--- src/cpu_pkg.sv ---
`default_nettype none

package cpu_pkg;

  localparam int XLEN  = 32;
  localparam int NREGS = 16;
  localparam int RBITS = 4;

  typedef enum logic [3:0] {
    OP_NOP  = 4'h0,
    OP_ADD  = 4'h1,
    OP_SUB  = 4'h2,
    OP_AND  = 4'h3,
    OP_OR   = 4'h4,
    OP_XOR  = 4'h5,
    OP_ADDI = 4'h6,
    OP_LD   = 4'h7,
    OP_ST   = 4'h8,
    OP_BZ   = 4'h9,
    OP_HALT = 4'hf
  } opcode_e;

  // Instruction word layout with the opcode in the top nibble
  typedef struct packed {
    opcode_e          op;
    logic [RBITS-1:0] rd;
    logic [RBITS-1:0] ra;
    logic [RBITS-1:0] rb;
    logic [15:0]      imm;
  } instr_t;

  typedef struct packed {
    logic z;
    logic n;
    logic c;
  } ccr_t;

  typedef enum logic [1:0] {
    FWD_REG = 2'h0,
    FWD_MEM = 2'h1,
    FWD_EXE = 2'h2
  } fwd_e;

endpackage

`default_nettype wire

--- src/stage_if.sv ---
`default_nettype none

interface stage_if;

  logic                           valid;
  logic [cpu_pkg::XLEN-1:0]       ir;
  logic [cpu_pkg::XLEN-1:0]       pc;
  logic [cpu_pkg::XLEN-1:0]       result; // ALU result or store data
  logic [cpu_pkg::XLEN-1:0]       addr;
  logic [cpu_pkg::RBITS-1:0]      rd;
  logic                           reg_we;
  logic                           is_load;
  cpu_pkg::ccr_t                  ccr;

  modport src (
    output valid, ir, pc, result, addr, rd, reg_we, is_load, ccr
  );

  modport dst (
    input valid, ir, pc, result, addr, rd, reg_we, is_load, ccr
  );

endinterface

`default_nettype wire

--- src/idecode.sv ---
`default_nettype none

module idecode (
  input  wire         clk_i,
  input  wire         rst_i,
  input  wire         stall_i,
  input  wire         flush_i,
  input  wire         wr_en_i,
  input  wire  [3:0]  wr_rd_i,
  input  wire  [31:0] wr_data_i,
  stage_if.dst        in,
  stage_if.src        out,
  output logic [31:0] rdata_a_o,
  output logic [31:0] rdata_b_o
);

  logic [31:0]     regs [cpu_pkg::NREGS];
  cpu_pkg::instr_t ins;
  logic [31:0]     rd_a;
  logic [31:0]     rd_b;
  logic            we;
  logic            valid_q;
  logic [31:0]     ir_q;
  logic [31:0]     pc_q;
  logic [3:0]      rd_q;
  logic            reg_we_q;
  logic            is_load_q;

  assign ins = cpu_pkg::instr_t'(in.ir);

  // Write-through so a same-cycle read sees the value being written
  assign rd_a = (ins.ra == 4'd0) ? 32'd0 :
                (wr_en_i && wr_rd_i == ins.ra) ? wr_data_i : regs[ins.ra];
  assign rd_b = (ins.rb == 4'd0) ? 32'd0 :
                (wr_en_i && wr_rd_i == ins.rb) ? wr_data_i : regs[ins.rb];

  always_comb
    begin
      case (ins.op)
        cpu_pkg::OP_ADD, cpu_pkg::OP_SUB, cpu_pkg::OP_AND, cpu_pkg::OP_OR,
        cpu_pkg::OP_XOR, cpu_pkg::OP_ADDI, cpu_pkg::OP_LD:
          we = 1'b1;
        default:
          we = 1'b0;
      endcase
    end

  always_ff @(posedge clk_i)
    begin
      if (wr_en_i && wr_rd_i != 4'd0)
        regs[wr_rd_i] <= wr_data_i; // r0 is never written
    end

  always_ff @(posedge clk_i)
    begin
      if (rst_i)
        valid_q <= 1'b0;
      else
        valid_q <= in.valid && !stall_i && !flush_i; // Bubble on stall or flush
    end

  always_ff @(posedge clk_i)
    begin
      ir_q      <= in.ir;
      pc_q      <= in.pc;
      rd_q      <= ins.rd;
      reg_we_q  <= we;
      is_load_q <= (ins.op == cpu_pkg::OP_LD);
      rdata_a_o <= rd_a;
      rdata_b_o <= rd_b;
    end

  assign out.valid   = valid_q;
  assign out.ir      = ir_q;
  assign out.pc      = pc_q;
  assign out.rd      = rd_q;
  assign out.reg_we  = reg_we_q;
  assign out.is_load = is_load_q;
  assign out.result  = '0;
  assign out.addr    = '0;
  assign out.ccr     = '0;

endmodule

`default_nettype wire

--- src/flat_wrapper.sv ---
// flat-port wrapper written by rule: the top's interface ports become plain ports
module idecode_flat 
  (clk_i, rst_i, stall_i, flush_i, wr_en_i, wr_rd_i, wr_data_i, rdata_a_o, rdata_b_o, in_valid, in_ir, in_pc, in_result, in_addr, in_rd, in_reg_we, in_is_load, in_ccr, out_valid, out_ir, out_pc, out_result, out_addr, out_rd, out_reg_we, out_is_load, out_ccr);
  stage_if in_i ();
  stage_if out_i ();
  input  wire clk_i;
  input  wire rst_i;
  input  wire stall_i;
  input  wire flush_i;
  input  wire wr_en_i;
  input  wire  [3:0] wr_rd_i;
  input  wire  [31:0] wr_data_i;
  output logic [31:0] rdata_a_o;
  output logic [31:0] rdata_b_o;
  input wire logic [$bits(in_i.valid)-1:0] in_valid;
  input wire logic [$bits(in_i.ir)-1:0] in_ir;
  input wire logic [$bits(in_i.pc)-1:0] in_pc;
  input wire logic [$bits(in_i.result)-1:0] in_result;
  input wire logic [$bits(in_i.addr)-1:0] in_addr;
  input wire logic [$bits(in_i.rd)-1:0] in_rd;
  input wire logic [$bits(in_i.reg_we)-1:0] in_reg_we;
  input wire logic [$bits(in_i.is_load)-1:0] in_is_load;
  input wire logic [$bits(in_i.ccr)-1:0] in_ccr;
  output wire logic [$bits(out_i.valid)-1:0] out_valid;
  output wire logic [$bits(out_i.ir)-1:0] out_ir;
  output wire logic [$bits(out_i.pc)-1:0] out_pc;
  output wire logic [$bits(out_i.result)-1:0] out_result;
  output wire logic [$bits(out_i.addr)-1:0] out_addr;
  output wire logic [$bits(out_i.rd)-1:0] out_rd;
  output wire logic [$bits(out_i.reg_we)-1:0] out_reg_we;
  output wire logic [$bits(out_i.is_load)-1:0] out_is_load;
  output wire logic [$bits(out_i.ccr)-1:0] out_ccr;
  assign in_i.valid = in_valid;
  assign in_i.ir = in_ir;
  assign in_i.pc = in_pc;
  assign in_i.result = in_result;
  assign in_i.addr = in_addr;
  assign in_i.rd = in_rd;
  assign in_i.reg_we = in_reg_we;
  assign in_i.is_load = in_is_load;
  assign in_i.ccr = in_ccr;
  assign out_valid = out_i.valid;
  assign out_ir = out_i.ir;
  assign out_pc = out_i.pc;
  assign out_result = out_i.result;
  assign out_addr = out_i.addr;
  assign out_rd = out_i.rd;
  assign out_reg_we = out_i.reg_we;
  assign out_is_load = out_i.is_load;
  assign out_ccr = out_i.ccr;
  idecode u_core (.clk_i(clk_i), .rst_i(rst_i), .stall_i(stall_i), .flush_i(flush_i), .wr_en_i(wr_en_i), .wr_rd_i(wr_rd_i), .wr_data_i(wr_data_i), .in(in_i), .out(out_i), .rdata_a_o(rdata_a_o), .rdata_b_o(rdata_b_o));
endmodule
--- config.mk ---
export PLATFORM = sky130hd
export DESIGN_NAME = idecode_flat
export DESIGN_NICKNAME = d
export VERILOG_FILES = /design/src/cpu_pkg.sv /design/src/stage_if.sv /design/src/idecode.sv /design/src/flat_wrapper.sv
export SDC_FILE = /design/constraint.sdc
export NUM_CORES = 1
export LEC_CHECK = 0
export BUFFER_PORTS_ARGS = -buffer_cell sky130_fd_sc_hd__buf_4
export CAP_MARGIN = 25
export CELL_PAD_IN_SITES_DETAIL_PLACEMENT = 1
export CELL_PAD_IN_SITES_GLOBAL_PLACEMENT = 2
export CORE_MARGIN = 1.5
export CORE_UTILIZATION = 45
export CTS_BUF_LIST = sky130_fd_sc_hd__clkbuf_8
export DETAILED_ROUTE_END_ITERATION = 7
export PLACE_DENSITY_LB_ADDON = 0.25
export SLEW_MARGIN = 5
export SYNTH_ARGS = -nofsm -noshare
export SYNTH_HDL_FRONTEND = slang
export SYNTH_SLANG_ARGS = --single-unit
--- constraint.sdc ---
create_clock -name clk_i -period 3.6 [get_ports clk_i]
set_input_delay 0 -clock clk_i [delete_from_list [all_inputs] [get_ports clk_i]]
set_output_delay 0 -clock clk_i [all_outputs]
set_load 0.1 [all_outputs]
==> impl_metrics.env, run 1 <==
export IMPL_status="completed"
export IMPL_start_util=0.459
export IMPL_grt_pass1_wl_mm=114
export IMPL_placementRows=89
export IMPL_placed_cell_area_um2=30000
export IMPL_dp_hpwl_mm=42.5
export IMPL_syn_area_um2=27200
export IMPL_syn2layout_area_growth_pct=24.0
export IMPL_worstPathCellList="dlygate4sd3_1, buf_4, o41a_1, nand3_1, a2bb2oi_4, buf_4, a22o_1"
export IMPL_wl_per_cell_um=28.2
export IMPL_root_buffer="clkbuf_8"
export IMPL_clock_path_buffers=3
export IMPL_crit_fanout=13
export IMPL_worst_endpoint_arrival_ns=2.85
export IMPL_critPathKind="in2reg"
export IMPL_dr_wl_met3_mm=5.42
export IMPL_period_minus_slack_ns=2.26
export IMPL_dieArea_um2=62000
export IMPL_top_layer="met4"
export IMPL_track_usage=0.252
export IMPL_drive_gt1_frac=0.367
export IMPL_firstDrtPassIters=5
export IMPL_nNetsFinal=2038
export IMPL_maxSlewHeadroom=0.315
export IMPL_fmax_ghz=0.443
export IMPL_required_ns=4.20
export IMPL_slew_violations=0
export IMPL_critPathLaunchType="primary input"
export IMPL_antenna_found_initial=6
export IMPL_die_y_um=249
export IMPL_setup_tns_ns=0
export IMPL_port_buffers=240
export IMPL_rsz0062_at_grt="no"
export IMPL_crit_top_cell="buf_4"
export IMPL_mostFrequentLayoutCells="edfxtp_1, buf_4, mux4_2"
export IMPL_synth_warnings=0
export IMPL_yosysUniqueCellTypes=29
export IMPL_syn_instance_count=1376
export IMPL_endpoint_kind="flop"
export IMPL_drt_wl_total_mm=76.9
export IMPL_post_cts_buffers=0
export IMPL_core_um2=59400
export IMPL_finalPower_mw=18.0
export IMPL_clock_sinks=643
export IMPL_async_reset_ff_frac=0
export IMPL_die_w_um=249
export IMPL_setup_violations=0
export IMPL_clkTransAtPathRegs_ns=0.07
export IMPL_num_io_pins=381
export IMPL_synth_edf_count=512
export IMPL_via_per_inst=5.82
export IMPL_layout_commonest_cell="edfxtp_1"
export IMPL_grt_max_degree=102
export IMPL_final_seq_area_um2=18000
export IMPL_drtIter0Drc=1376
export IMPL_hold_violations=0
export IMPL_ys_flop_type="edfxtp_1"
export IMPL_yosysSeqAreaShare=0.661
export IMPL_crit_slowest_cell="dlygate4sd3_1"
export IMPL_drv_cap=0
export IMPL_postLayoutCellArea_um2=33800
export IMPL_total_leakage_power_nw=12.3
export IMPL_power_density_nw_per_um2=532
export IMPL_hold_slack_ns=0.0568
export IMPL_cts_tree="done"
export IMPL_hold_buffers=163
export IMPL_cp_top_family="compound AO/OA/AOI/OAI gates"
export IMPL_worst_slew_pin_transition_ns=1.03
export IMPL_crit_buf_inv=3
export IMPL_cts_resized=0
export IMPL_max_stage_delay_ns=0.63
export IMPL_skew_ns=0.0323
export IMPL_wl_met1_mm=31.4
export IMPL_min_path_type="in2reg"
export IMPL_num_fill_cells=5342
export IMPL_h_tree_depth=3
export IMPL_ant_nets=0
export IMPL_grt_pass1_vias=17339
export IMPL_avgSynthCellArea_um2=19.8
export IMPL_numCtsBuffers=105
export IMPL_period_share=0.626
export IMPL_ys_ff_latch=643
export IMPL_ir_drop_mv=0.348
export IMPL_insertion_delay_ns=0.72
export IMPL_routabilityCongestion=0.784
export IMPL_drc=0
export IMPL_wl_met2_mm=38.3
export IMPL_multiInputGateArea_um2=8710
export IMPL_grt_remaining_overflow=0
export IMPL_vias=15867
-- cell type report --
class,count,share of cell area
Sequential cell,643,0.533
Multi-Input combinational cell,659,0.258
Timing Repair Buffer,450,0.116
Clock buffer,121,0.0493
Tap cell,773,0.0286
Clock inverter,77,0.0145
Antenna cell,4,0.000296
-- tightest hold or removal path, cell delays in order --
cell      delay (ns)
buf_4           0.13
nand3b_1        0.31
nor2_4          0.14
-- report_power, final --
group | leakage [nW] | total, mW | switching, mW | internal [mW]
sequential | 5.75 | 8.43 | 0.116 | 8.31
combinational | 5.36 | 3.07 | 2.15 | 0.913
clock | 1.23 | 6.47 | 3.03 | 3.45
total | 12.3 | 18.0 | 5.30 | 12.7
-- per-stage QoR --
stage	std cells	util	setup slack (ns)
after detailed placement	2362	0.505	1.37
final	2727	0.569	1.34
after floorplan	1474	-	0.528
after global routing	2726	0.569	1.28
after CTS	2723	0.569	1.45
after global placement	2362	0.505	1.38
-- layer usage --
metal,track usage,vias up
li1,-,6601
met3,0.0487,142
met4,0.0831,0
met2,0.412,693
met1,0.340,8431
met5,0,-
-- synth_stat cells (all sizes together) (2+ instances only) --
library cell,number,area share
nand3b,2,0.00055
mux4,256,0.21
dfxtp,131,0.096
nand2b,2,0.00046
nand2,34,0.0047
xor2,4,0.0013
mux2i,96,0.035
and2,2,0.00046
nor3,4,0.00074
xnor2,4,0.0013
a22o,64,0.021
nor2b,2,0.00046
a22oi,64,0.018
nand3,2,0.00037
nor2,16,0.0022
buf,139,0.034
clkbuf,33,0.0046
nor4,2,0.00046
edfxtp,512,0.56
-- flip-flops by register name, summed over array words and instances (netlist names) --
signal and count:
u_core.regs 512, u_core.out.reg_we 1, u_core.out.ir 32, u_core.rdata_a_o 32, u_core.out.valid 1, u_core.out.is_load 1, u_core.rdata_b_o 32, u_core.out.pc 32
-- worst paths after layout --
kind,slack [ns],startpoint,depth (start not counted),end
setup / recovery,1.34,wr_rd_i[1],7,u_core.rdata_b_o[26]
setup reg to reg,1.88,u_core.regs[2][24],4,u_core.rdata_a_o[24]
hold reg to reg,0.81,u_core.regs[10][7],4,u_core.rdata_b_o[7]
hold / removal,0.06,wr_en_i,3,u_core.regs[5][29]
-- cell families after synthesis --
group                     Yosys count  share of synthesized area
AOI/OAI and AO/OA                 131                     0.0394
other                               1                   0.000138
DFF                               643                      0.661
buffers and inverters             172                     0.0383
and+or+nand+nor                    69                     0.0114
xor gates and xnor gates            8                    0.00257
muxes                             352                      0.247
(Power assumes the default switching activity.)
==> run 2, diff against run 1 <==
Settings changed: CORE_UTILIZATION 45 to 41.
Clock period 3.6 ns to 1.8 ns, I/O delays scaled along.
==> run 2 against run 1 <==
  * Combinational power increased by 110%
  * Die area up 9.6%
  * Largest power group unchanged
  * Highest routed layer is now met5
  * Cell count up 5.8%
  * Critical path depth up 1
  * Critical path type unchanged
  * Via count is 2.0% higher
  * Critical endpoint is now u_core.rdata_a_o[2]
  * Non-clock buffer count is 72 higher
  * Register-to-register slack worse by 1.7 ns
  * Worst setup slack got worse by 1.2 ns
  * Largest cell class unchanged
==> impl_metrics.env, run 2 (same netlist as run 1, synthesis figures left out) <==
export IMPL_vias=16179
export IMPL_grt_remaining_overflow=0
export IMPL_crit_buf_inv=4
export IMPL_port_buffers=240
export IMPL_switching_share=0.299
export IMPL_track_usage=0.232
export IMPL_drc=0
export IMPL_critPathLaunchType="primary input"
export IMPL_min_path_type="in2reg"
export IMPL_core_um2=65700
export IMPL_period_share=0.920
export IMPL_combPwrFrac=0.181
export IMPL_layout_commonest_cell="edfxtp_1"
export IMPL_hold_buffers=162
export IMPL_dieArea_um2=68000
export IMPL_cts_resized=0
export IMPL_via_per_inst=5.61
export IMPL_die_w_um=261
export IMPL_instances_no_fill=2884
export IMPL_worstPathCellList="dlygate4sd3_1, buf_6, xor2_1, nor4_1, buf_4, a21oi_4, buf_4, a22o_1"
export IMPL_drtIter0Drc=1340
export IMPL_finalWorstSetupSlack_ns=0.144
export IMPL_largest_register="u_core.regs"
export IMPL_placementRows=94
export IMPL_clock_sinks=643
export IMPL_grt_pass1_vias=17285
export IMPL_grt_max_degree=35
export IMPL_fmax_ghz=0.604
export IMPL_crit_top_cell="buf_4"
export IMPL_max_stage_delay_ns=0.54
export IMPL_endpoint_kind="flop"
export IMPL_worst_endpoint_arrival_ns=2.21
export IMPL_drive_gt1_frac=0.383
export IMPL_largest_reg_flops=512
export IMPL_dpl_worst_slack_ns=-0.0201
export IMPL_ir_drop_mv=0.746
export IMPL_drv_cap=0
export IMPL_insertion_delay_ns=0.72
export IMPL_numCtsBuffers=105
export IMPL_cts_tree="done"
export IMPL_placed_cells=2525
export IMPL_clock_path_buffers=3
export IMPL_skew_ns=0.0536
export IMPL_nNetsFinal=2110
export IMPL_power_density_nw_per_um2=1010
export IMPL_start_util=0.414
export IMPL_rsz0062_at_grt="no"
export IMPL_slew_violations=0
export IMPL_ant_nets=0
export IMPL_hold_violations=0
export IMPL_root_buffer="clkbuf_8"
export IMPL_total_leakage_power_nw=12.8
export IMPL_postLayoutCellArea_um2=34800
export IMPL_clockPowerShare=0.339
export IMPL_syn2layout_area_growth_pct=27.7
export IMPL_placed_cell_area_um2=31200
export IMPL_num_io_pins=381
export IMPL_crit_slowest_cell="dlygate4sd3_1"
export IMPL_hold_slack_ns=0.0868
export IMPL_num_fill_cells=6018
export IMPL_grt_pass1_wl_mm=114
export IMPL_crit_fanout=24
export IMPL_drt_wl_total_mm=78.3
export IMPL_clkTransAtPathRegs_ns=0.06
export IMPL_h_tree_depth=3
export IMPL_die_y_um=261
export IMPL_period_minus_slack_ns=1.66
export IMPL_mostFrequentLayoutCells="edfxtp_1, buf_4, mux4_2"
export IMPL_routabilityCongestion=0.819
export IMPL_post_cts_buffers=0
export IMPL_antenna_found_initial=4
export IMPL_firstDrtPassIters=5
export IMPL_internal_power_mw=24.6
export IMPL_cp_top_family="buffers and inverters"
export IMPL_dp_hpwl_mm=47.5
export IMPL_status="completed"
export IMPL_wl_per_cell_um=27.1
export IMPL_required_ns=2.36
export IMPL_setup_violations=0
export IMPL_power_frac_seq=0.481
export IMPL_p_sw_mw=10.5
export IMPL_critPathKind="in2reg"
[run 2: changes by cell type in the layout (fill, tap and decap cells not counted), moves of 3 or more]
cell / delta
bufinv_16: -3
nor3_4: +3
buf_12: +44
inv_1: +13
clkbuf_8: -10
buf_4: +29
nor3_2: -3
[run 2: power groups by stage]
stage	registers [mW]	clock network, mW	logic, mW
floorplan	19.2	0	2.42
CTS	16.9	12.2	6.34
global placement	17.1	0	6.00
finish	16.9	11.9	6.33
detailed placement	17.2	0	6.05
global route	16.9	12.8	6.58
[run 2: per-stage QoR]
step           utilization  total power, mW  setup TNS (ns)
2_1_floorplan            -             21.6         -158.69
5_1_grt              0.529             36.3               0
4_1_cts              0.528             35.4               0
6_report             0.529             35.1               0
3_5_place_dp         0.474             23.2         -0.0238
3_3_place_gp         0.474             23.1               0
[run 2: area by class of cell]
type / count / area, um^2 / share of cell area
sequential: 643 / 18000 / 0.518
antenna: 3 / 7.51 / 0.000216
tap: 864 / 1080 / 0.0311
clock buffer: 111 / 1530 / 0.0439
multi-input combinational: 659 / 8730 / 0.251
timing repair buffer: 522 / 5010 / 0.144
clock inverter: 82 / 410 / 0.0118
[run 2: final timing paths]
kind | start | end | slack, ns | cells past startpoint
max | in_ir[20] | u_core.rdata_a_o[2] | 0.14 | 8
max reg2reg | u_core.regs[15][24] | u_core.rdata_a_o[24] | 0.17 | 4
min | in_ir[22] | u_core.out.ir[22] | 0.09 | 2
min reg2reg | u_core.regs[12][2] | u_core.rdata_b_o[2] | 0.82 | 4
[run 2: worst reg2reg max path: stages, from the launching register on]
cell      delay [ns]
edfxtp_1        0.41
mux4_2          0.49
mux2i_1         0.25
mux2i_1         0.16
a22o_1          0.22
[run 2: per-layer routing]
layer,part of all wire,up-vias,global-route usage,routed length (um)
met5,0.00013,-,0,10
met4,0.024,2,0.0790,1910
met3,0.065,128,0.0446,5080
met2,0.50,607,0.389,39500
met1,0.41,8705,0.304,31800
li1,-,6737,-,-
